**src/rs_pkg.sv**
```systemverilog
package rs_pkg;

    parameter int SYM_W  = 4;
    parameter int IDX_W  = 4;
    parameter int CODE_N = 15;
    parameter int CODE_K = 11;
    parameter int PAR_N  = CODE_N - CODE_K;

    typedef logic [SYM_W-1:0] sym_t;
    typedef logic [IDX_W-1:0] idx_t;

    // Low bits of x^4+x+1, folded back in when x^4 falls out
    parameter sym_t GF_POLY = 4'h3;

    // g(x) = (x+1)(x+a)(x+a^2)(x+a^3) = x^4 + a^12 x^3 + a^4 x^2 + x + a^6
    parameter sym_t GEN_COEF [PAR_N] = '{4'hF, 4'h3, 4'h1, 4'hC};  // x^3 first

    // Shift-and-add multiply in GF(16)
    function automatic sym_t gf_mul(input sym_t a, input sym_t b);
        sym_t acc;
        sym_t sh;
        acc = '0;
        sh  = a;
        for (int i = 0; i < SYM_W; i++) begin
            if (b[i]) begin
                acc = acc ^ sh;
            end
            // Multiply by alpha
            if (sh[SYM_W-1]) begin
                sh = {sh[SYM_W-2:0], 1'b0} ^ GF_POLY;
            end else begin
                sh = {sh[SYM_W-2:0], 1'b0};
            end
        end
        return acc;
    endfunction

endpackage
```
**src/rs_ifs.sv**
```systemverilog
`timescale 1ns/1ps

// Sequencer side drives addresses and write data, buffer returns rd_sym
interface frame_buf_if;
    import rs_pkg::*;

    logic wr_en;
    idx_t wr_row;
    idx_t wr_col;
    sym_t wr_sym;
    idx_t rd_row;
    idx_t rd_col;
    sym_t rd_sym;    // Cell at last cycle's read address

    modport ctl (output wr_en, wr_row, wr_col, wr_sym, rd_row, rd_col, input rd_sym);
    modport mem (input wr_en, wr_row, wr_col, wr_sym, rd_row, rd_col, output rd_sym);
endinterface

// Control of the shared row/column parity generator
interface line_enc_if;
    import rs_pkg::*;

    logic start;     // With feed, clears the LFSR first
    logic feed;
    sym_t sym_in;
    logic shift;
    sym_t par_out;

    modport ctl (output start, feed, sym_in, shift, input par_out);
    modport enc (input start, feed, sym_in, shift, output par_out);
endinterface

```
**src/rs_2d_encoder.sv**
```systemverilog
`timescale 1ns/1ps

module rs_2d_encoder #(
    parameter int n = rs_pkg::CODE_N,
    parameter int k = rs_pkg::CODE_K
) (
    input  logic         clk,
    input  logic         rstn,
    input  rs_pkg::sym_t data_in,
    input  logic         data_in_valid,
    output logic         ready,
    output rs_pkg::sym_t data_out,
    output logic         data_out_valid,
    input  logic         data_out_ready
);

    frame_buf_if fbuf_if ();
    line_enc_if  enc_if ();

    frame_buffer #(
        .n(n)
    ) i_frame_buffer (
        .clk  (clk),
        .rstn (rstn),
        .fbuf (fbuf_if)
    );

    // One parity generator shared by row and column passes
    rs_line_encoder i_rs_line_encoder (
        .clk  (clk),
        .rstn (rstn),
        .enc  (enc_if)
    );

    rs_2d_sequencer #(
        .n(n),
        .k(k)
    ) i_rs_2d_sequencer (
        .clk            (clk),
        .rstn           (rstn),
        .data_in        (data_in),
        .data_in_valid  (data_in_valid),
        .ready          (ready),
        .data_out       (data_out),
        .data_out_valid (data_out_valid),
        .data_out_ready (data_out_ready),
        .fbuf           (fbuf_if),
        .enc            (enc_if)
    );

endmodule

```
**src/rs_2d_sequencer.sv**
```systemverilog
`timescale 1ns/1ps

module rs_2d_sequencer #(
    parameter int n = rs_pkg::CODE_N,
    parameter int k = rs_pkg::CODE_K
) (
    input  logic         clk,
    input  logic         rstn,
    input  rs_pkg::sym_t data_in,
    input  logic         data_in_valid,
    output logic         ready,
    output rs_pkg::sym_t data_out,
    output logic         data_out_valid,
    input  logic         data_out_ready,
    frame_buf_if.ctl     fbuf,
    line_enc_if.ctl      enc
);
    import rs_pkg::*;

    localparam int STEP_W = $clog2(k + PAR_N + 1);

    localparam idx_t K_IDX  = idx_t'(k);
    localparam idx_t K_LAST = idx_t'(k - 1);
    localparam idx_t N_LAST = idx_t'(n - 1);

    // Line schedule: reads at 0..k-1, feeds at 1..k, parity out at k+1..k+PAR_N
    localparam logic [STEP_W-1:0] STEP_K    = STEP_W'(k);
    localparam logic [STEP_W-1:0] STEP_PAR  = STEP_W'(k + 1);
    localparam logic [STEP_W-1:0] STEP_LAST = STEP_W'(k + PAR_N);

    typedef enum logic [1:0] {
        COLLECT,
        ROW_PASS,
        COL_PASS,
        OUTPUT
    } state_t;

    state_t state;
    idx_t row;                // Frame row, or line index in ROW_PASS
    idx_t col;                // Frame column, or line index in COL_PASS
    logic [STEP_W-1:0] step;  // Cycle within a line
    logic [STEP_W-1:0] par_off;
    idx_t step_idx;
    idx_t nxt_row;
    idx_t nxt_col;
    logic line_pass;
    logic feed_phase;
    logic par_phase;
    logic in_xfer;
    logic out_xfer;
    logic rd_primed;          // rd_sym holds the cell at (row, col)
    logic out_last;           // Output register holds the final cell
    logic load;
    logic at_last;

    assign ready    = (state == COLLECT);
    assign in_xfer  = data_in_valid && ready;
    assign out_xfer = data_out_valid && data_out_ready;

    assign line_pass  = (state == ROW_PASS) || (state == COL_PASS);
    assign feed_phase = line_pass && (step != '0) && (step <= STEP_K);
    assign par_phase  = line_pass && (step >= STEP_PAR);
    assign par_off    = step - STEP_PAR;
    assign step_idx   = (step < STEP_K) ? idx_t'(step) : '0;

    assign enc.start  = feed_phase && (step == STEP_W'(1));
    assign enc.feed   = feed_phase;
    assign enc.sym_in = fbuf.rd_sym;
    assign enc.shift  = par_phase;

    assign at_last = (row == N_LAST) && (col == N_LAST);
    assign load    = (state == OUTPUT) && rd_primed && !out_last
                     && (!data_out_valid || data_out_ready);

    // Row-major successor, wraps to the origin after the last cell
    always_comb begin
        nxt_row = row;
        nxt_col = col + 1'b1;
        if (col == N_LAST) begin
            nxt_col = '0;
            nxt_row = (row == N_LAST) ? '0 : row + 1'b1;
        end
    end

    always_comb begin
        fbuf.wr_en  = 1'b0;
        fbuf.wr_row = row;
        fbuf.wr_col = col;
        fbuf.wr_sym = enc.par_out;
        fbuf.rd_row = row;
        fbuf.rd_col = col;
        case (state)
            COLLECT: begin
                fbuf.wr_en  = in_xfer;
                fbuf.wr_sym = data_in;
            end
            ROW_PASS: begin
                fbuf.wr_en  = par_phase;
                fbuf.wr_col = K_IDX + idx_t'(par_off);   // Parity columns k..n-1
                fbuf.rd_col = step_idx;
            end
            COL_PASS: begin
                fbuf.wr_en  = par_phase;
                fbuf.wr_row = K_IDX + idx_t'(par_off);   // Parity rows k..n-1
                fbuf.rd_row = step_idx;
            end
            default: begin
                // Look ahead so the next cell is ready the cycle after a load
                if (load) begin
                    fbuf.rd_row = nxt_row;
                    fbuf.rd_col = nxt_col;
                end
            end
        endcase
    end

    always_ff @(posedge clk or negedge rstn) begin
        if (!rstn) begin
            state <= COLLECT;
            row   <= '0;
            col   <= '0;
            step  <= '0;
        end else begin
            case (state)
                COLLECT: begin
                    if (in_xfer) begin
                        if (col == K_LAST) begin
                            col <= '0;
                            if (row == K_LAST) begin
                                row   <= '0;
                                state <= ROW_PASS;
                            end else begin
                                row <= row + 1'b1;
                            end
                        end else begin
                            col <= col + 1'b1;
                        end
                    end
                end
                ROW_PASS: begin
                    if (step == STEP_LAST) begin
                        step <= '0;
                        if (row == K_LAST) begin
                            row   <= '0;
                            state <= COL_PASS;
                        end else begin
                            row <= row + 1'b1;
                        end
                    end else begin
                        step <= step + 1'b1;
                    end
                end
                COL_PASS: begin
                    if (step == STEP_LAST) begin
                        step <= '0;
                        if (col == N_LAST) begin
                            col   <= '0;
                            state <= OUTPUT;
                        end else begin
                            col <= col + 1'b1;
                        end
                    end else begin
                        step <= step + 1'b1;
                    end
                end
                default: begin
                    if (load) begin
                        row <= nxt_row;
                        col <= nxt_col;
                    end
                    if (out_xfer && out_last) begin
                        state <= COLLECT;   // Frame fully delivered
                    end
                end
            endcase
        end
    end

    always_ff @(posedge clk or negedge rstn) begin
        if (!rstn) begin
            rd_primed      <= 1'b0;
            data_out_valid <= 1'b0;
            out_last       <= 1'b0;
        end else begin
            rd_primed <= (state == OUTPUT);
            if (load) begin
                data_out_valid <= 1'b1;
                out_last       <= at_last;
            end else if (out_xfer) begin
                data_out_valid <= 1'b0;
                out_last       <= 1'b0;
            end
        end
    end

    // Output symbol only changes on a load, so it holds under back-pressure
    always_ff @(posedge clk) begin
        if (load) begin
            data_out <= fbuf.rd_sym;
        end
    end

endmodule

```
**src/rs_line_encoder.sv**
```systemverilog
`timescale 1ns/1ps

module rs_line_encoder (
    input logic     clk,
    input logic     rstn,
    line_enc_if.enc enc
);
    import rs_pkg::*;

    sym_t stage_q [PAR_N];    // Index 0 holds the x^3 remainder term
    sym_t fb;
    sym_t upper [PAR_N];      // Stage above each tap, zero on start

    // Division feedback, old remainder ignored on the first symbol
    always_comb begin
        fb = enc.start ? enc.sym_in : (enc.sym_in ^ stage_q[0]);
        for (int i = 0; i < PAR_N - 1; i++) begin
            upper[i] = enc.start ? '0 : stage_q[i + 1];
        end
        upper[PAR_N - 1] = '0;
    end

    always_ff @(posedge clk or negedge rstn) begin
        if (!rstn) begin
            for (int i = 0; i < PAR_N; i++) begin
                stage_q[i] <= '0;
            end
        end else if (enc.feed) begin
            for (int i = 0; i < PAR_N; i++) begin
                stage_q[i] <= upper[i] ^ gf_mul(fb, GEN_COEF[i]);
            end
        end else if (enc.shift) begin
            // Parity leaves highest degree first
            for (int i = 0; i < PAR_N - 1; i++) begin
                stage_q[i] <= stage_q[i + 1];
            end
            stage_q[PAR_N - 1] <= '0;
        end
    end

    assign enc.par_out = stage_q[0];

endmodule

```
**src/frame_buffer.sv**
```systemverilog
`timescale 1ns/1ps

module frame_buffer #(
    parameter int n = rs_pkg::CODE_N
) (
    input logic      clk,
    input logic      rstn,
    frame_buf_if.mem fbuf
);
    import rs_pkg::*;

    sym_t cells [n][n];    // Row-major frame storage

    always_ff @(posedge clk) begin
        if (fbuf.wr_en) begin
            cells[fbuf.wr_row][fbuf.wr_col] <= fbuf.wr_sym;
        end
    end

    // Read register, sampled every cycle
    always_ff @(posedge clk or negedge rstn) begin
        if (!rstn) begin
            fbuf.rd_sym <= '0;
        end else begin
            fbuf.rd_sym <= cells[fbuf.rd_row][fbuf.rd_col];
        end
    end

endmodule

```
**config.mk**
```make
export PLATFORM = sky130hd
export DESIGN_NAME = rs_2d_encoder
export DESIGN_NICKNAME = d
export VERILOG_FILES = /design/src/rs_pkg.sv /design/src/rs_ifs.sv /design/src/rs_2d_encoder.sv /design/src/rs_2d_sequencer.sv /design/src/rs_line_encoder.sv /design/src/frame_buffer.sv
export SDC_FILE = /design/constraint.sdc
export NUM_CORES = 1
export LEC_CHECK = 0
export ABC_AREA = 1
export BUFFER_PORTS_ARGS = -buffer_cell sky130_fd_sc_hd__buf_2
export CORE_MARGIN = 5
export CORE_UTILIZATION = 30
export CTS_CLUSTER_DIAMETER = 120
export DETAILED_ROUTE_END_ITERATION = 7
export SYNTH_ARGS = -nofsm -noshare
export SYNTH_HDL_FRONTEND = slang
export SYNTH_SLANG_ARGS = --single-unit
```
**constraint.sdc**
```tcl
create_clock -name clk -period 4.3 [get_ports clk]
set_input_delay 0.645 -clock clk [delete_from_list [all_inputs] [get_ports clk]]
set_output_delay 0.645 -clock clk [all_outputs]
set_load 0.01 [all_outputs]
```
==> metrics.csv <==
metric;value;unit
hpwl;66100;µm
clk_latency;0.71;ns
ys_warn_count;0;
ys_ff_latch;941;
ys_types;41;
period_needed;3.94;ns
ys_seq_area_share;66.4;%
p_leak;17.8;nW
place.gp.congestion;0.834;
numCtsBuffers;99;
worstSetupPathType;flop to flop;
muxShareOfSynthArea;0;%
r2r_slack;0.36;ns
p_sw_share;44.0;%
fp.dieArea;149000;µm²
synth_compound_area_share;1.80;%
drc;0;
core;140000;µm²
p_switching;0.0169;W
r2r-start;i_rs_2d_sequencer.state[0];
cts_setup_buffers;0;
p_int;0.0214;W
power-per-cell-area;800;nW/µm²
cp-start-kind;flop;
max_slew.worst_pin.slew;1.16;ns
portBuffers;13;
slew_headroom;22.9;%
final.period_utilization;91.6;%
first_pass_iters;6;
synthFlopType;edfxtp_1;
outcome;complete, no violations;
netlist_area;42300;µm²
area_growth;13.2;%
hold_path.class;primary input to asynchronous set/reset pin;
fmax;0.254;GHz
synthArstFlopShare;3.93;%
pwr-share-clk;22.2;%
antenna_found_initial;2;
die_width;385;µm
cp.arrival;4.52;ns
multi_input_area;11700;µm²
layout.cells.non_filler;5921;
final-max-slew-violation-count;0;
grt_pass1_vias;27967;
netlist_instances;4021;
drive_above_1_share;7.00;%
htreeDepth;3;
grt_pass1_wl;174000;µm
maxCapViolCount;0;
synth-simple-area-share;24.5;%
die_h;385;µm
synth_top_area_share;64.2;%
synth_xor_area_share;0.698;%
rr_worst_depth;19;
path_max_fanout;104;
cts_num_sinks;941;
yosys.area.top_type;edfxtp_1;
hold_viol;0;
drtIter0Drc;2836;
dp.cells;5739;
p_comb_share;46.8;%
synth_most_common_cell;nand2_1;
setup_viol;0;
path_clk_slew;0.06;ns
crit_start;i_rs_2d_sequencer.state[0];
overflow;0;
fin_skew;0.0510;ns
num_io_pins;14;
ir_drop;1.08;mV
fin_tns_setup;0;ns
vias;29049;
wirelength;114000;µm
num_rows;137;
register_area;28100;µm²
p_seq_share;31.0;%
cts-resized-gates;0;
clockBufferDepth;3;
synth_area_leaders;edfxtp_1, nand3_1, nand2_1, nand3b_1, inv_1;
rsz0062_at_grt;no;
grt_max_degree;151;
vias_per_cell;4.91;
cts_root_buffer;clkbuf_16;
synth_top_family_by_area;simple AND/OR/NAND/NOR gates;
ctsHoldBuffers;0;
synth_fa_ha_area_share;0.355;%
nFillCells;13959;
netlist_top_cells_count;nand2_1, edfxtp_1, nand3_1;
start_util;30.3;%
wl_per_cell;19.3;µm
cts_tree;built;
critPathCaptureType;flop;
synth_edf_count;904;
r2r-end;i_frame_buffer.fbuf.rd_sym[3];
track_usage;15.1;%
critPathRequiredTime;4.88;ns
nets;3984;
syn_area_per_cell;10.5;µm²
antenna_left;0;
syn-num-nets;4041;
==> critical path, stage by stage (launching register included) <==
cell     delay [ns]
dfrtp_1        0.49
inv_1          0.11
ha_1           0.35
nor2_4         0.28
inv_2          0.08
a21oi_1        0.26
o21ai_4        0.17
nand2_8        0.29
buf_16         0.37
nand2_1        0.09
nand3_1        0.09
nand3_1        0.11
nand3_1        0.15
nand2_1        0.10
nand2_1        0.07
nand2_1        0.06
nor2_2         0.31
nand2_1        0.09
nand3_1        0.17
nand2_1        0.07
==> flip-flops by register name, summed over array words and instances, names as in the netlist, 4 cells and up <==
| register | count |
|---|---|
| i_frame_buffer.cells | 900 |
| i_frame_buffer.fbuf.rd_sym | 4 |
| i_rs_2d_sequencer.col | 4 |
| i_rs_2d_sequencer.data_out | 4 |
| i_rs_2d_sequencer.row | 4 |
| i_rs_2d_sequencer.step | 4 |
| i_rs_line_encoder.enc.par_out | 4 |
| i_rs_line_encoder.stage_q | 12 |
==> area by class of cell <==
class / count / area share (%)
sequential: 941 / 58.7
clock buffer: 122 / 5.42
tap: 1876 / 4.90
inverter: 393 / 3.09
antenna: 2 / 0.0105
multi-input combinational: 2433 / 24.4
timing repair buffer: 96 / 2.16
clock inverter: 58 / 1.31
==> routing by layer <==
layer	track usage, %	vias up	part of all wire, %
li1	-	13569	-
met5	0	-	0
met3	2.30	182	7.2
met4	5.25	0	2.9
met2	24.4	1064	47
met1	21.0	14234	43
==> kinds of logic after synthesis <==
| kind of cell | Yosys count |
|---|---|
| fa+ha+maj | 12 |
| buf+inv | 647 |
| simple gates | 2268 |
| flops | 941 |
| compound gates | 124 |
| xor+xnor | 29 |
==> metrics by stage <==
stage | total power, W | setup WS (ns) | hold slack (ns) | utilization (%) | cell area [µm²]
global placement | 0.0299 | 0.338 | 0.466 | 31.9 | 44600
global route | 0.0406 | 0.0636 | 0.252 | 34.3 | 47800
floorplan | 0.0236 | 1.17 | 0.349 | - | 42300
finish | 0.0383 | 0.362 | 0.163 | 34.3 | 47900
detailed placement | 0.0299 | 0.193 | 0.474 | 31.9 | 44600
CTS | 0.0384 | 0.204 | 0.180 | 34.2 | 47800
==> worst max-delay path by stage <==
stage                                    endpoint  slack (ns)  cells past startpoint
floorplan              i_frame_buffer.cells[0][0]        1.17                      6
global placement    i_frame_buffer.fbuf.rd_sym[3]        0.34                     19
detailed placement  i_frame_buffer.fbuf.rd_sym[3]        0.19                     19
CTS                 i_frame_buffer.fbuf.rd_sym[3]        0.20                     19
global route        i_frame_buffer.fbuf.rd_sym[3]        0.06                     19
finish              i_frame_buffer.fbuf.rd_sym[3]        0.36                     19
==> cell usage in the layout, fill, tap and decap left out, drive strengths merged, types with 26 or more instances in the layout <==
master | netlist | final
o211ai | 37 | 37
buf | 132 | 96
clkbuf | 122 | 122
nor2 | 277 | 277
nand3b | 218 | 218
inv | 393 | 397
clkinv | 0 | 42
dfrtp | 37 | 37
nand3 | 757 | 757
nand2 | 1004 | 1004
o21ai | 43 | 43
edfxtp | 904 | 904
a21oi | 26 | 26
==> power groups by stage <==
| stage | combinational (W) | clock (W) | sequential [W] |
|---|---|---|---|
| 5_1_grt | 0.0196 | 0.00903 | 0.0119 |
| 3_5_place_dp | 0.0179 | 0 | 0.0121 |
| 2_1_floorplan | 0.0114 | 0 | 0.0121 |
| 3_3_place_gp | 0.0178 | 0 | 0.0121 |
| 6_report | 0.0179 | 0.00850 | 0.0119 |
| 4_1_cts | 0.0179 | 0.00863 | 0.0119 |
Note: power is estimated with default switching activity, not from simulation.
